==> src/common/mpu_pkg.sv <==
// Shared word type, header opcode and sequencer state enums, and buffer and memory sizes

package mpu_pkg;

	//////////////////////////////////////////////////
	// Word and header fields
	//////////////////////////////////////////////////
	localparam int word_width = 32;

	typedef logic [word_width-1:0] word_t;

	// Numeric value of the first header word
	typedef enum logic [word_width-1:0] {
		op_store = 32'd0,
		op_load  = 32'd1
	} opcode_e;

	//////////////////////////////////////////////////
	// Buffer and memory sizes
	//////////////////////////////////////////////////
	localparam int buff_size  = 16;
	localparam int buff_width = $clog2(buff_size);  // Pointer width

	localparam int mem_depth  = 256;
	localparam int addr_width = 8;                   // Addresses wrap at mem_depth

	// Transfer sequencer
	typedef enum logic [2:0] {
		recv_op,
		recv_stride,
		recv_length,
		recv_base,
		run_store,
		run_load,
		finish
	} serv_state_e;

endpackage

==> src/data_service/data_service.sv <==
// Header decode and strided store or load sequencing between the host stream and data memory
`timescale 1ns/10ps

module data_service import mpu_pkg::*; (
	input  logic                  clock,
	input  logic                  reset,
	input  logic                  ext_in_valid,
	output logic                  ext_in_ready,
	input  word_t                 ext_in_data,
	output logic                  ext_out_valid,
	input  logic                  ext_out_ready,
	output word_t                 ext_out_data,
	output logic                  busy,
	output logic                  mem_req_valid,
	input  logic                  mem_req_ready,
	output logic                  mem_req_write,
	output logic [addr_width-1:0] mem_req_addr,
	output word_t                 mem_req_data,
	input  logic                  mem_rd_valid,
	input  word_t                 mem_rd_data
);

	serv_state_e           state;
	opcode_e               op;
	word_t                 stride;
	word_t                 length;
	logic [addr_width-1:0] addr;         // Base, then stepped by stride
	word_t                 issue_count;  // Memory requests accepted
	word_t                 xfer_count;   // Host words in or out
	logic [buff_width:0]   inflight;     // Reads awaiting response
	logic [buff_width+1:0] space_used;

	logic  in_header;
	logic  is_store;
	logic  is_load;
	logic  in_fire;
	logic  out_fire;
	logic  req_fire;
	logic  issue_left;
	logic  done;

	logic                buf_wr;
	word_t               buf_wr_data;
	logic                buf_rd;
	word_t               buf_rd_data;
	logic                buf_full;
	logic                buf_empty;
	logic [buff_width:0] buf_count;

	//////////////////////////////////////////////////
	// Handshakes and steering
	//////////////////////////////////////////////////
	assign in_header  = state inside {recv_op, recv_stride, recv_length, recv_base};
	assign is_store   = state == run_store;
	assign is_load    = state == run_load;
	assign busy       = state != recv_op;
	assign in_fire    = ext_in_valid & ext_in_ready;
	assign out_fire   = ext_out_valid & ext_out_ready;
	assign req_fire   = mem_req_valid & mem_req_ready;
	assign issue_left = issue_count != length;
	assign done       = ~issue_left & (xfer_count == length);

	// Room for the buffer contents plus every outstanding read
	assign space_used = {1'b0, buf_count} + {1'b0, inflight};

	assign ext_in_ready  = in_header | (is_store & ~buf_full & (xfer_count != length));
	assign ext_out_valid = is_load & ~buf_empty;
	assign ext_out_data  = buf_rd_data;

	assign mem_req_valid = issue_left & ((is_store & ~buf_empty) |
		(is_load & (space_used < (buff_width+2)'(buff_size))));
	assign mem_req_write = is_store;
	assign mem_req_addr  = addr;
	assign mem_req_data  = buf_rd_data;

	assign buf_wr      = (is_store & in_fire) | (is_load & mem_rd_valid);
	assign buf_wr_data = is_store ? ext_in_data : mem_rd_data;
	assign buf_rd      = (is_store & req_fire) | out_fire;

	//////////////////////////////////////////////////
	// Sequencer
	//////////////////////////////////////////////////
	always_ff @(posedge clock) begin
		if (reset) begin
			state <= recv_op;
		end else begin
			case (state)
				recv_op:     if (in_fire) state <= recv_stride;
				recv_stride: if (in_fire) state <= recv_length;
				recv_length: if (in_fire) state <= recv_base;
				recv_base: begin
					if (in_fire) begin
						if (length == '0) begin
							state <= finish;  // Nothing to move
						end else begin
							state <= (op == op_store) ? run_store : run_load;
						end
					end
				end
				run_store,
				run_load:    if (done) state <= finish;
				default:     state <= recv_op;
			endcase
		end
	end

	// Header fields
	always_ff @(posedge clock) begin
		if (in_fire) begin
			case (state)
				recv_op:     op     <= (ext_in_data == op_store) ? op_store : op_load;
				recv_stride: stride <= ext_in_data;
				recv_length: length <= ext_in_data;
				default:     ;
			endcase
		end
	end

	// Address wraps in addr_width bits
	always_ff @(posedge clock) begin
		if (in_fire & (state == recv_base)) begin
			addr <= ext_in_data[addr_width-1:0];
		end else if (req_fire) begin
			addr <= addr + stride[addr_width-1:0];
		end
	end

	//////////////////////////////////////////////////
	// Word counters
	//////////////////////////////////////////////////
	always_ff @(posedge clock) begin
		if (reset) begin
			issue_count <= '0;
			xfer_count  <= '0;
		end else if (in_fire & (state == recv_base)) begin
			issue_count <= '0;
			xfer_count  <= '0;
		end else begin
			if (req_fire) begin
				issue_count <= issue_count + 1'b1;
			end
			if ((is_store & in_fire) | out_fire) begin
				xfer_count <= xfer_count + 1'b1;
			end
		end
	end

	always_ff @(posedge clock) begin
		if (reset) begin
			inflight <= '0;
		end else begin
			case ({is_load & req_fire, mem_rd_valid})
				2'b10:   inflight <= inflight + 1'b1;
				2'b01:   inflight <= inflight - 1'b1;
				default: inflight <= inflight;
			endcase
		end
	end

	ring_buffer u_ring_buffer (
		.clock   (clock),
		.reset   (reset),
		.wr_en   (buf_wr),
		.wr_data (buf_wr_data),
		.rd_en   (buf_rd),
		.rd_data (buf_rd_data),
		.full    (buf_full),
		.empty   (buf_empty),
		.count   (buf_count)
	);

endmodule

==> src/data_service/ring_buffer.sv <==
// Word FIFO between host and data memory, head entry shown combinationally
`timescale 1ns/10ps

module ring_buffer import mpu_pkg::*; (
	input  logic                clock,
	input  logic                reset,
	input  logic                wr_en,
	input  word_t               wr_data,
	input  logic                rd_en,
	output word_t               rd_data,
	output logic                full,
	output logic                empty,
	output logic [buff_width:0] count
);

	word_t                 storage [buff_size];
	logic [buff_width-1:0] wr_ptr;
	logic [buff_width-1:0] rd_ptr;
	logic                  do_wr;
	logic                  do_rd;

	assign full    = count == (buff_width+1)'(buff_size);
	assign empty   = count == '0;
	assign do_wr   = wr_en & ~full;   // Drop writes into a full buffer
	assign do_rd   = rd_en & ~empty;
	assign rd_data = storage[rd_ptr];

	// Storage, no reset
	always_ff @(posedge clock) begin
		if (do_wr) begin
			storage[wr_ptr] <= wr_data;
		end
	end

	// Pointers wrap at buff_size
	always_ff @(posedge clock) begin
		if (reset) begin
			wr_ptr <= '0;
			rd_ptr <= '0;
			count  <= '0;
		end else begin
			if (do_wr) begin
				wr_ptr <= wr_ptr + 1'b1;
			end
			if (do_rd) begin
				rd_ptr <= rd_ptr + 1'b1;
			end
			case ({do_wr, do_rd})
				2'b10:   count <= count + 1'b1;
				2'b01:   count <= count - 1'b1;
				default: count <= count;  // Both or neither
			endcase
		end
	end

endmodule

==> config.mk <==
export PLATFORM = sky130hd
export DESIGN_NAME = data_service
export DESIGN_NICKNAME = d
export VERILOG_FILES = /design/src/common/mpu_pkg.sv /design/src/data_service/data_service.sv /design/src/data_service/ring_buffer.sv
export SDC_FILE = /design/constraint.sdc
export NUM_CORES = 1
export LEC_CHECK = 0
export ABC_AREA = 1
export BUFFER_PORTS_ARGS = -buffer_cell sky130_fd_sc_hd__buf_2
export CELL_PAD_IN_SITES_DETAIL_PLACEMENT = 0
export CELL_PAD_IN_SITES_GLOBAL_PLACEMENT = 2
export CORE_AREA = 2 2 261 263
export DETAILED_ROUTE_END_ITERATION = 10
export DIE_AREA = 0 0 263 265
export GPL_ROUTABILITY_DRIVEN = 1
export PLACE_DENSITY = 0.92
export SLEW_MARGIN = 25
export SYNTH_ARGS = -nofsm -noshare
export SYNTH_HDL_FRONTEND = slang
export SYNTH_HIERARCHICAL = 1
export SYNTH_SLANG_ARGS = --single-unit
==> constraint.sdc <==
create_clock -name clock -period 8.5 [get_ports clock]
set_input_delay 0.85 -clock clock [delete_from_list [all_inputs] [get_ports clock]]
set_output_delay 0.85 -clock clock [all_outputs]
set_load 0.02 [all_outputs]
==> metrics.md <==
| Metric | Value |
|---|---|
| Status | `finished clean` |
| Initial antenna violation count | `1` |
| GRT Residual Overflow | `0` |
| Die X | `between 200 and 300 um` |
| Core Area | `0.0668 sq mm` |
| Iteration count of the initial detailed-routing pass | `5` |
| Post-CTS Resized | `0` |
| Top post-synthesis cells by area | `edfxtp_1 (57%), dfxtp_1 (6.0%), nand2_1 (4.7%)` |
| HP Class | `input pin to register` |
| Most used DFF post-synth | `edfxtp_1` |
| Final Hold Viols | `0` |
| Total Die Area | `roughly 0.070 sq mm` |
| Cts bufs inserted | `71` |
| Residual DRC | `0` |
| Period minus WS final | `roughly 5000 ps` |
| Setup WS post-layout | `around 3500 ps` |
| Worst Path Max Fanout | `82` |
| CP max stage cell | `dfxtp_4` |
| Non-Filler Instances | `roughly 3700` |
| Highest clock rate | `0.201 GHz` |
| Via count | `20200` |
| Worst path buffer plus inverter count | `3` |
| Clock tree sinks | `650` |
| Clock latency on the worst-skew pair | `620 ps` |
| IO Pins | `approximately 150` |
| Top cell type by total area after synthesis | `edfxtp_1` |
| Worst slack, placed | `4230 ps` |
| Slew Limit Fails | `0` |
| Hold Crit Endpoint | `length[16]` |
| Max Buffers Root-to-Sink | `3` |
| Max Cap Viol | `0` |
| Rows | `95` |
| RR Endpoint | `u_ring_buffer/count[2]` |
| Total Wirelength | `78200 um` |
| Chip height | `265 um` |
| Cells after synthesis | `2647` |
| Depth of the most critical reg-to-reg path | `19` |
| Hold-fix buffers at CTS | `0` |
| I/O Buffers | `146` |
| Asr flop ratio synth | `0%` |
| Initial core utilization | `44.6%` |
| CP dominant cell by count | `buf_4` |
| Clock Skews | `18.3 ps` |
| Area grow syn2layout | `11.5%` |
| Maximum vdd drop | `122 uV` |
| Register bit total from synthesis | `650` |
| Post-synthesis net count | `between 2000 and 3000` |
| Final RePlAce weighted congestion | `0.892` |
| HP Start | `ext_in_data[16]` |
| WS Path Type | `register to output port` |
| CP required | `7650 ps` |
| RSZ-0062 raised after global routing | `false` |
| CTS tree | `yes` |
| Htree depth | `3` |
| Overall routing resource usage | `22.2%` |
| Largest net degree at the start of global routing | `91` |
| Mapped Area | `0.0298 sq mm` |
| Met1 global-route usage | `31.0%` |
| Worst-Margin Slew | `just under 1000 ps` |
| Slew HR | `33.8%` |
| CP Launch Type | `register` |
| DRT iter0 DRCs | `between 2000 and 2500` |
| Sequential share of the synthesized area | `about 62%` |
| Post-synth top area share | `a little under three fifths` |
| Setup crit end kind | `output port` |
| Unique masters post-synth | `between 40 and 50` |
| Pwr dens | `approximately 200 mW/mm^2` |
| Synth warn | `6` |
| FF-to-FF setup slack | `roughly 4500 ps` |
| First-pass GRT wire length | `between 100000 and 150000 um` |
| Worst reg2reg startpoint | `u_ring_buffer/count[1]` |
| Syn Area/Cell | `11.3 sq um` |
| Met3 Usage GRT | `3.89%` |
| Setup Fix Bufs, Post-CTS | `0` |
| Met2 usage | `35.7%` |
| Gr busiest metal | `met2` |
| Drt via density | `5.50` |
| Post-synth EDFFs | `561` |
| Clk root buf | `clkbuf_16` |
| Leakage | `11.5 nW` |
| Top delay family on crit path | `buffers and inverters` |
| Post-DP Area | `0.0310 sq mm` |
| Setup violators final | `0` |
| Final non-filler cell area | `0.0332 sq mm` |
| Layout Nets | `2837` |
| Total Neg Setup Slack | `0 ps` |
| Vias in the first global route | `slightly below 20000` |
| Fillers | `5914` |
| Worst-path clk slew | `roughly 60 ps` |
| Placed Cells | `3540` |
| CP cell instances | `buf_4 > buf_4 > a21oi_1 > o21ai_0 > o21ai_1 > o211ai_1 > nand2_1 > buf_2` |
| Post-route ant nets | `0` |
| Layout cells sized above 1 | `roughly 14%` |
| DPL Wire Length | `47600 um` |
| Final period util | `58.4%` |
| CP arrival | `~4100 ps` |
| Critical path's largest stage delay | `980 ps` |
| Hold Path Stages | `1` |
| Wire length per cell | `21.3 um` |
[registers in the layout, summed over array words and instances (netlist names), named ones only]
| register | count |
|---|---|
| length | 32 |
| mem_req_addr | 8 |
| issue_count | 32 |
| u_ring_buffer/rd_ptr | 4 |
| u_ring_buffer/storage | 512 |
| u_ring_buffer/count | 5 |
| xfer_count | 32 |
| inflight | 5 |
| u_ring_buffer/wr_ptr | 4 |
| state | 3 |
| stride | 8 |
| op | 1 |
[per-stage QoR]
stage	total power, mW	utilization, %	hold slack, ps
floorplan	3.71	-	428
global placement	3.80	46.3	449
detailed placement	3.81	46.3	458
CTS	6.81	49.8	407
global route	6.96	49.8	418
finish	6.76	49.8	439
[layout make-up]
type | instances | area, sq um | share of cell area, %
clock inverters | 41 | 404 | 1.22
inverters | 268 | 1010 | 3.03
well taps | 873 | 1090 | 3.29
clock buffers | 87 | 1880 | 5.65
repair buffers | 188 | 1050 | 3.16
multi-input cells | 1561 | 9170 | 27.6
flip-flops and latches | 650 | 18600 | 56.1
diodes | 1 | 2.50 | 0.00753
[per-layer routing]
metal | vias up | share of wire, %
li1 | 9477 | -
met1 | 9828 | 43
met2 | 747 | 46
met3 | 124 | 7.4
met4 | 2 | 2.6
met5 | - | 0.017
[kinds of logic after synthesis]
| logic type | Yosys count | synth area share [%] |
|---|---|---|
| simple gates | 757 | 11.1 |
| flops | 650 | 62.5 |
| compound gates | 543 | 10.6 |
| buf+inv | 436 | 7.20 |
| mux | 128 | 4.30 |
| xor+xnor | 106 | 3.11 |
| fa+ha+maj | 27 | 1.18 |
[worst max path at each step]
stage,from,end,slack [ps],cells after the start
floorplan,state[1],u_ring_buffer/storage[11][0],4990,13
detailed placement,register,ext_out_data[22],4230,7
CTS,register,ext_out_data[1],3560,8
global route,register,mem_req_data[19],3250,8
finish,register,ext_out_data[1],3540,8
global placement,register,mem_req_data[1],4240,8
[Yosys cell counts (11+ instances only)]
cell / n
edfxtp_1: 561
o21ai_1: 32
nand3_1: 131
nand4_1: 34
a21oi_2: 28
xnor2_1: 45
inv_1: 257
o211ai_1: 128
buf_2: 24
o21ai_0: 166
xor2_1: 61
nand2_1: 375
buf_12: 11
buf_4: 46
ha_1: 25
nand2_2: 31
clkbuf_1: 65
buf_6: 11
nor2_1: 125
nor3_1: 36
dfxtp_1: 89
mux2i_1: 128
nor4_1: 12
a21oi_1: 182
[power by group]
part,internal [mW],total [mW],leakage [nW],switching [mW]
Sequential,3.50,3.52,5.76,0.0143
Combinational,0.0579,0.225,4.61,0.168
Clock,1.77,3.02,1.11,1.25
[cell usage in the layout (no fill, tap or decap), drive strengths merged, types with 2 or more instances in the layout]
| cell | n |
|---|---|
| bufinv | 6 |
| nor3 | 38 |
| edfxtp | 561 |
| ha | 25 |
| or2 | 2 |
| nand2 | 407 |
| clkbuf | 87 |
| o211ai | 128 |
| nor2 | 126 |
| a21oi | 210 |
| inv | 272 |
| o22ai | 2 |
| o21ai | 198 |
| nand4 | 34 |
| xnor2 | 45 |
| buf | 188 |
| nor4 | 12 |
| fa | 2 |
| xor2 | 61 |
| nor3b | 3 |
| mux2i | 128 |
| dfxtp | 89 |
| clkinv | 28 |
| nand3 | 132 |
| clkinvlp | 3 |
(Power assumes the default switching activity.)
